[src/hw/rv_isa_pkg.sv]
// rv32i isa encodings
// major opcodes, instruction types, alu operations and funct3 values
package rv_isa_pkg;

    // major opcodes, load/store/system only recognized, never executed
    typedef enum logic [6:0] {
        OPC_OP     = 7'b0110011,
        OPC_OP_IMM = 7'b0010011,
        OPC_LUI    = 7'b0110111,
        OPC_AUIPC  = 7'b0010111,
        OPC_JAL    = 7'b1101111,
        OPC_JALR   = 7'b1100111,
        OPC_BRANCH = 7'b1100011,
        OPC_LOAD   = 7'b0000011,
        OPC_STORE  = 7'b0100011,
        OPC_SYSTEM = 7'b1110011
    } opcode_e;

    typedef enum logic [2:0] {
        TYPE_R,
        TYPE_I,
        TYPE_S,
        TYPE_B,
        TYPE_U,
        TYPE_J,
        TYPE_N  // no operands, retires as a no-op
    } inst_type_e;

    typedef enum logic [3:0] {
        ALU_ADD,
        ALU_SUB,
        ALU_SLL,
        ALU_SLT,
        ALU_SLTU,
        ALU_XOR,
        ALU_SRL,
        ALU_SRA,
        ALU_OR,
        ALU_AND
    } alu_op_e;

    // funct3 for OP / OP_IMM
    localparam logic [2:0] F3_ADD_SUB = 3'b000;
    localparam logic [2:0] F3_SLL     = 3'b001;
    localparam logic [2:0] F3_SLT     = 3'b010;
    localparam logic [2:0] F3_SLTU    = 3'b011;
    localparam logic [2:0] F3_XOR     = 3'b100;
    localparam logic [2:0] F3_SR      = 3'b101;  // srl or sra by funct7[5]
    localparam logic [2:0] F3_OR      = 3'b110;
    localparam logic [2:0] F3_AND     = 3'b111;

    // branch conditions
    localparam logic [2:0] F3_BEQ  = 3'b000;
    localparam logic [2:0] F3_BNE  = 3'b001;
    localparam logic [2:0] F3_BLT  = 3'b100;
    localparam logic [2:0] F3_BGE  = 3'b101;
    localparam logic [2:0] F3_BLTU = 3'b110;
    localparam logic [2:0] F3_BGEU = 3'b111;

endpackage

[src/hw/core_pkg.sv]
// core datapath types
// word types and the records passed between fetch, decode and execute
package core_pkg;

    localparam int XLEN = 32;

    typedef logic [XLEN-1:0] xlen_t;
    typedef logic [4:0]      reg_addr_t;

    // fetch -> decode, 65 bits
    typedef struct packed {
        logic  valid;
        xlen_t pc;
        xlen_t inst;
    } fetch_pkt_t;

    typedef struct packed {
        xlen_t                  pc;
        rv_isa_pkg::inst_type_e inst_type;
        rv_isa_pkg::opcode_e    opcode;
        logic [2:0]             funct3;
        reg_addr_t              rs1;
        reg_addr_t              rs2;
        reg_addr_t              rd;
        xlen_t                  imm;
        rv_isa_pkg::alu_op_e    alu_op;
        logic                   valid;
    } decoded_t;

    // retirement record, 103 bits
    typedef struct packed {
        logic      valid;
        xlen_t     pc;
        xlen_t     next_pc;
        logic      rd_we;
        reg_addr_t rd;
        xlen_t     rd_data;
    } commit_t;

    typedef struct packed {
        xlen_t next_pc;
    } redirect_t;

endpackage

[src/hw/fetch_unit.sv]
// instruction fetch
// pc register and the two-cycle idle/wait fetch sequence
`timescale 1ns/10ps

module fetch_unit #(
    parameter core_pkg::xlen_t RESET_PC = 32'h8000_0000
) (
    input  logic                 clk,
    input  logic                 reset,
    input  core_pkg::redirect_t  redirect,
    output core_pkg::xlen_t      imem_addr,
    input  core_pkg::xlen_t      imem_rdata,
    output core_pkg::fetch_pkt_t fetch
);
    import core_pkg::*;

    typedef enum logic {
        ST_IDLE,  // address out to memory
        ST_WAIT   // word back, instruction executes
    } fetch_state_e;

    fetch_state_e state;
    fetch_state_e state_next;
    xlen_t        pc;

    always_comb begin
        case (state)
            ST_IDLE: state_next = ST_WAIT;
            ST_WAIT: state_next = ST_IDLE;
            default: state_next = ST_IDLE;
        endcase
    end

    always_ff @(posedge clk) begin
        if (reset) begin
            state <= ST_IDLE;
        end else begin
            state <= state_next;
        end
    end

    // pc moves on only once the instruction has retired
    always_ff @(posedge clk) begin
        if (reset) begin
            pc <= RESET_PC;
        end else if (state == ST_WAIT) begin
            pc <= redirect.next_pc;
        end
    end

    assign imem_addr = pc;  // held across idle and wait

    always_comb begin
        fetch.valid = (state == ST_WAIT);
        fetch.pc    = pc;
        fetch.inst  = imem_rdata;
    end

endmodule

[src/hw/decode_unit.sv]
// instruction decode
// field slicing, type classification, immediate build and alu op select
`timescale 1ns/10ps

module decode_unit (
    input  core_pkg::fetch_pkt_t fetch,
    output core_pkg::decoded_t   dec
);
    import rv_isa_pkg::*;
    import core_pkg::*;

    xlen_t      inst;
    opcode_e    opcode;
    logic [2:0] funct3;
    logic [6:0] funct7;
    inst_type_e inst_type;
    xlen_t      imm;
    alu_op_e    alu_op;

    assign inst   = fetch.inst;
    assign opcode = opcode_e'(inst[6:0]);
    assign funct3 = inst[14:12];
    assign funct7 = inst[31:25];

    always_comb begin
        case (opcode)
            OPC_OP:                            inst_type = TYPE_R;
            OPC_OP_IMM, OPC_JALR:              inst_type = TYPE_I;
            OPC_BRANCH:                        inst_type = TYPE_B;
            OPC_LUI, OPC_AUIPC:                inst_type = TYPE_U;
            OPC_JAL:                           inst_type = TYPE_J;
            OPC_LOAD, OPC_STORE, OPC_SYSTEM:   inst_type = TYPE_N;  // not supported here
            default:                           inst_type = TYPE_N;
        endcase
    end

    // sign-extended immediates
    always_comb begin
        case (inst_type)
            TYPE_I:  imm = {{20{inst[31]}}, inst[31:20]};
            TYPE_S:  imm = {{20{inst[31]}}, inst[31:25], inst[11:7]};
            TYPE_B:  imm = {{20{inst[31]}}, inst[7], inst[30:25], inst[11:8], 1'b0};
            TYPE_U:  imm = {inst[31:12], 12'h000};
            TYPE_J:  imm = {{12{inst[31]}}, inst[19:12], inst[20], inst[30:21], 1'b0};
            default: imm = '0;
        endcase
    end

    // everything outside OP / OP_IMM just needs an adder
    always_comb begin
        alu_op = ALU_ADD;
        if (opcode == OPC_OP || opcode == OPC_OP_IMM) begin
            case (funct3)
                F3_ADD_SUB: begin
                    if (inst_type == TYPE_R && funct7[5]) begin
                        alu_op = ALU_SUB;  // no subi
                    end
                end
                F3_SLL:  alu_op = ALU_SLL;
                F3_SLT:  alu_op = ALU_SLT;
                F3_SLTU: alu_op = ALU_SLTU;
                F3_XOR:  alu_op = ALU_XOR;
                F3_SR:   alu_op = funct7[5] ? ALU_SRA : ALU_SRL;
                F3_OR:   alu_op = ALU_OR;
                F3_AND:  alu_op = ALU_AND;
                default: alu_op = ALU_ADD;
            endcase
        end
    end

    always_comb begin
        dec.pc        = fetch.pc;
        dec.inst_type = inst_type;
        dec.opcode    = opcode;
        dec.funct3    = funct3;
        dec.rs1       = inst[19:15];
        dec.rs2       = inst[24:20];
        dec.rd        = inst[11:7];
        dec.imm       = imm;
        dec.alu_op    = alu_op;
        dec.valid     = fetch.valid;
    end

endmodule

[src/hw/reg_file.sv]
// general register file
// 32 words, two combinational reads and one synchronous write
`timescale 1ns/10ps

module reg_file (
    input  logic                clk,
    input  logic                reset,
    input  logic                we,
    input  core_pkg::reg_addr_t waddr,
    input  core_pkg::xlen_t     wdata,
    input  core_pkg::reg_addr_t raddr1,
    input  core_pkg::reg_addr_t raddr2,
    output core_pkg::xlen_t     rdata1,
    output core_pkg::xlen_t     rdata2
);
    import core_pkg::*;

    xlen_t regs [32];

    // x0 stays zero since execute never writes rd 0
    always_ff @(posedge clk) begin
        if (reset) begin
            for (int i = 0; i < 32; i++) begin
                regs[i] <= '0;
            end
        end else if (we) begin
            regs[waddr] <= wdata;
        end
    end

    assign rdata1 = regs[raddr1];
    assign rdata2 = regs[raddr2];

endmodule

[src/hw/exec_unit.sv]
// execute stage
// alu, branch compare, next pc and writeback select
`timescale 1ns/10ps

module exec_unit (
    input  core_pkg::decoded_t  dec,
    input  core_pkg::xlen_t     rdata1,
    input  core_pkg::xlen_t     rdata2,
    output core_pkg::commit_t   commit,
    output core_pkg::redirect_t redirect
);
    import rv_isa_pkg::*;
    import core_pkg::*;

    xlen_t      alu_a;
    xlen_t      alu_b;
    xlen_t      alu_result;
    logic [4:0] shamt;
    logic       taken;
    xlen_t      pc_plus4;
    xlen_t      next_pc;
    xlen_t      wb_data;
    logic       wb_en;

    // operand select by instruction type
    always_comb begin
        case (dec.inst_type)
            TYPE_R: begin
                alu_a = rdata1;
                alu_b = rdata2;
            end
            TYPE_I: begin  // op_imm and jalr
                alu_a = rdata1;
                alu_b = dec.imm;
            end
            TYPE_U: begin
                alu_a = (dec.opcode == OPC_LUI) ? '0 : dec.pc;
                alu_b = dec.imm;
            end
            TYPE_J, TYPE_B: begin
                alu_a = dec.pc;
                alu_b = dec.imm;
            end
            default: begin
                alu_a = rdata1;
                alu_b = rdata2;
            end
        endcase
    end

    assign shamt = alu_b[4:0];

    always_comb begin
        case (dec.alu_op)
            ALU_ADD:  alu_result = alu_a + alu_b;
            ALU_SUB:  alu_result = alu_a - alu_b;
            ALU_SLL:  alu_result = alu_a << shamt;
            ALU_SLT:  alu_result = {{(XLEN-1){1'b0}}, $signed(alu_a) < $signed(alu_b)};
            ALU_SLTU: alu_result = {{(XLEN-1){1'b0}}, alu_a < alu_b};
            ALU_XOR:  alu_result = alu_a ^ alu_b;
            ALU_SRL:  alu_result = alu_a >> shamt;
            ALU_SRA:  alu_result = xlen_t'($signed(alu_a) >>> shamt);
            ALU_OR:   alu_result = alu_a | alu_b;
            ALU_AND:  alu_result = alu_a & alu_b;
            default:  alu_result = alu_a + alu_b;
        endcase
    end

    // branch compare uses the registers, the alu forms the target
    always_comb begin
        case (dec.funct3)
            F3_BEQ:  taken = (rdata1 == rdata2);
            F3_BNE:  taken = (rdata1 != rdata2);
            F3_BLT:  taken = ($signed(rdata1) < $signed(rdata2));
            F3_BGE:  taken = ($signed(rdata1) >= $signed(rdata2));
            F3_BLTU: taken = (rdata1 < rdata2);
            F3_BGEU: taken = (rdata1 >= rdata2);
            default: taken = 1'b0;
        endcase
    end

    assign pc_plus4 = dec.pc + 32'd4;

    always_comb begin
        next_pc = pc_plus4;
        wb_data = alu_result;
        wb_en   = 1'b0;
        case (dec.opcode)
            OPC_OP, OPC_OP_IMM, OPC_LUI, OPC_AUIPC: wb_en = 1'b1;
            OPC_JAL: begin
                next_pc = alu_result;
                wb_data = pc_plus4;  // link
                wb_en   = 1'b1;
            end
            OPC_JALR: begin
                next_pc = {alu_result[XLEN-1:1], 1'b0};
                wb_data = pc_plus4;
                wb_en   = 1'b1;
            end
            OPC_BRANCH: if (taken) next_pc = alu_result;
            default: ;  // dropped opcodes fall through to pc+4
        endcase
    end

    always_comb begin
        commit.valid   = dec.valid;
        commit.pc      = dec.pc;
        commit.next_pc = next_pc;
        commit.rd_we   = wb_en && (dec.rd != '0);
        commit.rd      = dec.rd;
        commit.rd_data = wb_data;
    end

    assign redirect.next_pc = next_pc;

endmodule

[src/hw/rv_core.sv]
// rv32i core top
// fetch, decode, register file and execute, one instruction every two cycles
`timescale 1ns/10ps

module rv_core #(
    parameter core_pkg::xlen_t RESET_PC = 32'h8000_0000
) (
    input  logic              clk,
    input  logic              reset,
    output core_pkg::xlen_t   imem_addr,
    input  core_pkg::xlen_t   imem_rdata,
    output core_pkg::commit_t commit
);
    import core_pkg::*;

    fetch_pkt_t fetch;
    decoded_t   dec;
    redirect_t  redirect;
    xlen_t      rdata1;
    xlen_t      rdata2;

    fetch_unit #(
        .RESET_PC(RESET_PC)
    ) fetch_i (
        .clk       (clk),
        .reset     (reset),
        .redirect  (redirect),
        .imem_addr (imem_addr),
        .imem_rdata(imem_rdata),
        .fetch     (fetch)
    );

    decode_unit decode_i (
        .fetch(fetch),
        .dec  (dec)
    );

    // writes land at the edge that ends the wait cycle
    reg_file regs_i (
        .clk   (clk),
        .reset (reset),
        .we    (commit.valid && commit.rd_we),
        .waddr (commit.rd),
        .wdata (commit.rd_data),
        .raddr1(dec.rs1),
        .raddr2(dec.rs2),
        .rdata1(rdata1),
        .rdata2(rdata2)
    );

    exec_unit exec_i (
        .dec     (dec),
        .rdata1  (rdata1),
        .rdata2  (rdata2),
        .commit  (commit),
        .redirect(redirect)
    );

endmodule

[config.mk]
export PLATFORM = sky130hd
export DESIGN_NAME = rv_core
export DESIGN_NICKNAME = d
export VERILOG_FILES = /design/src/hw/rv_isa_pkg.sv /design/src/hw/core_pkg.sv /design/src/hw/fetch_unit.sv /design/src/hw/decode_unit.sv /design/src/hw/reg_file.sv /design/src/hw/exec_unit.sv /design/src/hw/rv_core.sv
export SDC_FILE = /design/constraint.sdc
export NUM_CORES = 2
export LEC_CHECK = 0
export BUFFER_PORTS_ARGS = -buffer_cell sky130_fd_sc_hd__buf_2
export CORE_MARGIN = 10
export CORE_UTILIZATION = 30
export CTS_CLUSTER_DIAMETER = 40
export DETAILED_ROUTE_END_ITERATION = 8
export PLACE_DENSITY = 0.51
export SYNTH_ARGS = -nofsm -noshare
export SYNTH_HDL_FRONTEND = slang
export SYNTH_SLANG_ARGS = --single-unit
[constraint.sdc]
create_clock -name clk -period 15.07 [get_ports clk]
set_input_delay 3.014 -clock clk [delete_from_list [all_inputs] [get_ports clk]]
set_output_delay 3.014 -clock clk [all_outputs]
set_load 0.01 [all_outputs]
==> out/results.txt <==
top post-synthesis cells by area: edfxtp_1, mux2i_1, mux4_2
maxcap violations: 0
final cycle utilization of the critical path: 0.894
CTS hold repair buffers: 0
Tightest Pin Transition: 1340 ps
crit path capture type: primary output
routed via count: 54,800
post-DR vias/cell: 6.04
DPL Wire Length: 195,000 um
status: complete, no violations
relative slew slack: 0.0987
TritonRoute pass-1 iters: 6
Comb power frac: 0.286
Tightest Hold Check Type: flop to flop
# IOs: 169
clock buffer depth: 3
clock skew: 74.6 ps
Worst EP required: 12,060 ps
Iter 0 DRT Violations: 7,933
fraction of layout cells with a size suffix above 1: 0.193
Area after DPL: 70,400 um^2
achievable frequency: 0.0742 GHz
Post-synth ARST share: 0
Crit path arrival time: 10,460 ps
Num CTS Buffers: 185
Main synth FF type: edfxtp_1
Cells after Synth: 5,953
initial antenna violation count: 13
most common library cells after synthesis: nor2_1, edfxtp_1, mux2i_1
leakage power: 0.0300 uW
worst r2r path cells: 19
post-synthesis cell type count: 104
Final min period: 13,470 ps
sequential area share after synthesis: 0.474
final instance area: 76,900 um^2
Seq pwr share: 0.313
CTS tree: built
# rows: 172
Synth top area share: 0.464
Clock Sinks: 1,057
nets: 6,126
final setup fails: 0
Ys Warns: 0
Die Wd: 490 um
Routed WL per cell: 34.0 um
clock root cell: clkbuf_16
Initial Util: 0.302
vias in the first global route: 52,500
Fin. Hold Viols: 0
largest net degree at the start of global routing: 83
# resized after CTS: 0
crit-path max FO: 82
number of synthesized flops with an enable pin: 1,024
# DRC: 0
#FFs+latches synth: 1,057
Final GP Congestion: 0.974
GRT overflow: 0
# Post-CTS Setup Buffers: 0
Net Sw Power: 4000 uW
htree depth: 4
max-slew violations: 0
most common cell in the netlist: nor2_1
die area: 240,000 um^2
area delta synth->final: 16.0%
pwr/cell area: 141 nW/um^2
Core Area: 220,000 um^2
CP Class: input pin to primary output
Clk pin slew, worst setup/hold paths: 40 ps
sequential cell area: 31,400 um^2
Power Internal: 6860 uW
Util after Layout: 0.350
first-pass GRT wire length: 424,000 um
clk_lat worst skew: 850 ps
part of the power in the clock network: 0.402
startpoint class of the critical path: input pin
Syn Std Cell Area: 66,300 um^2
worst reg-to-reg setup slack: 7790 ps
die height: 490 um
total routed wirelength: 309,000 um
RSZ-0062 raised after global routing: false
setup TNS: 0 ps
post-route ant nets: 0
Worst Hold Depth: 1
Total GRT Usage: 0.244
Sw Share: 0.368
fill cell count: 21,600
hold slack final: 588 ps
syn avg cell area: 11.1 um^2
PortBufs: 168
area taken by multi-input logic gates: 32,100 um^2
Max VDD drop: 0.139 mV
Yosys top cell by area: edfxtp_1
[layer usage]
metal,track usage,vias to the layer above,wire (um)
li1,-,22300,-
met1,0.316,27900,119000
met5,0,-,82
met4,0.132,12,19600
met2,0.372,3833,136000
met3,0.0632,780,34600
[critical path: stages]
cell and delay [ps]:
buf_8 670, buf_4 520, mux2i_1 140, a22oi_1 220, a21oi_1 90, nor4_1 960
a22o_1 410, ha_1 370, clkinv_1 290, or3_1 440, a31oi_1 390, o32a_1 220
o31a_1 310, a311o_1 340, a211o_1 170, a21oi_1 100, or2_2 320, nor4_1 470
a2111oi_4 150, a31oi_4 510, inv_2 40, buf_2 150
[placed cells by master, fill, tap and decap left out, types with 21 or more instances in the layout]
master / synthesis / routed
inv_6: 1 / 25
a22o_1: 47 / 47
nor2_1: 1225 / 1220
buf_2: 109 / 163
clkinv_2: 0 / 21
mux2i_1: 698 / 695
clkinvlp_4: 0 / 22
a211oi_1: 24 / 24
nand2_2: 0 / 53
o21a_1: 28 / 27
o22ai_1: 53 / 53
mux4_2: 296 / 296
buf_4: 104 / 200
nand2_1: 272 / 209
a21oi_1: 305 / 293
inv_1: 132 / 131
clkbuf_16: 0 / 187
conb_1: 1 / 32
dfxtp_1: 33 / 32
a31oi_1: 31 / 28
edfxtp_1: 1024 / 1024
nor2b_1: 23 / 21
o21bai_1: 21 / 21
a22oi_1: 287 / 287
xnor2_1: 41 / 41
nor4_1: 43 / 36
nand3_1: 59 / 59
a21o_1: 21 / 21
bufinv_16: 0 / 23
and3_1: 28 / 28
nor3_1: 46 / 45
nand4_1: 25 / 25
ha_1: 130 / 130
o21ai_0: 133 / 133
mux2_2: 28 / 28
[sequential cells by signal (all words and copies together) (netlist names)]
name               flops
fetch_i.imem_addr     32
fetch_i.state          1
regs_i.regs         1024
[path summary, 6_finish.rpt]
kind,start,end
max,imem_rdata[15],commit[30]
min,fetch_i.state$_SDFF_PP0_,fetch_i.state$_SDFF_PP0_
max reg2reg,regs_i.regs[27][8]$_SDFFCE_PN0P_,regs_i.regs[13][30]$_SDFFCE_PN0P_
min reg2reg,fetch_i.state$_SDFF_PP0_,fetch_i.state$_SDFF_PP0_
[cell type report]
cell class | count | share of cell area
inverter | 147 | 0.00727
clock buffer | 208 | 0.0620
tap | 2958 | 0.0481
antenna | 3 | 0.0000976
clock inverter | 137 | 0.0221
multi-input combinational | 4186 | 0.417
timing repair buffer | 383 | 0.0350
sequential | 1057 | 0.408
[per-stage QoR]
step | instances | total power, uW | setup WS (ps)
final | 9079 | 10900 | 1600
after detailed placement | 8731 | 6460 | 1740
after floorplan | 5984 | 5230 | 2450
after CTS | 9076 | 10800 | 1720
after global placement | 8730 | 6470 | 1280
after global routing | 9077 | 11200 | 1280
[power groups by stage]
stage	Clock (uW)	Sequential (uW)	Combinational [uW]
2_1_floorplan	0	3420	1810
3_3_place_gp	0	3440	3030
3_5_place_dp	0	3450	3010
4_1_cts	4400	3390	3020
5_1_grt	4530	3400	3230
6_report	4360	3400	3100
[logic make-up after synthesis]
| family | count (synthesis) | share of synthesized area |
|---|---|---|
| AOI/OAI and AO/OA | 1128 | 0.114 |
| buffers and inverters | 741 | 0.0531 |
| adders and majority gates | 132 | 0.0251 |
| DFF | 1057 | 0.474 |
| other | 1 | 0.0000566 |
| and+or+nand+nor | 1809 | 0.114 |
| xor gates and xnor gates | 58 | 0.00766 |
| muxes | 1027 | 0.212 |
(Power assumes the default switching activity.)
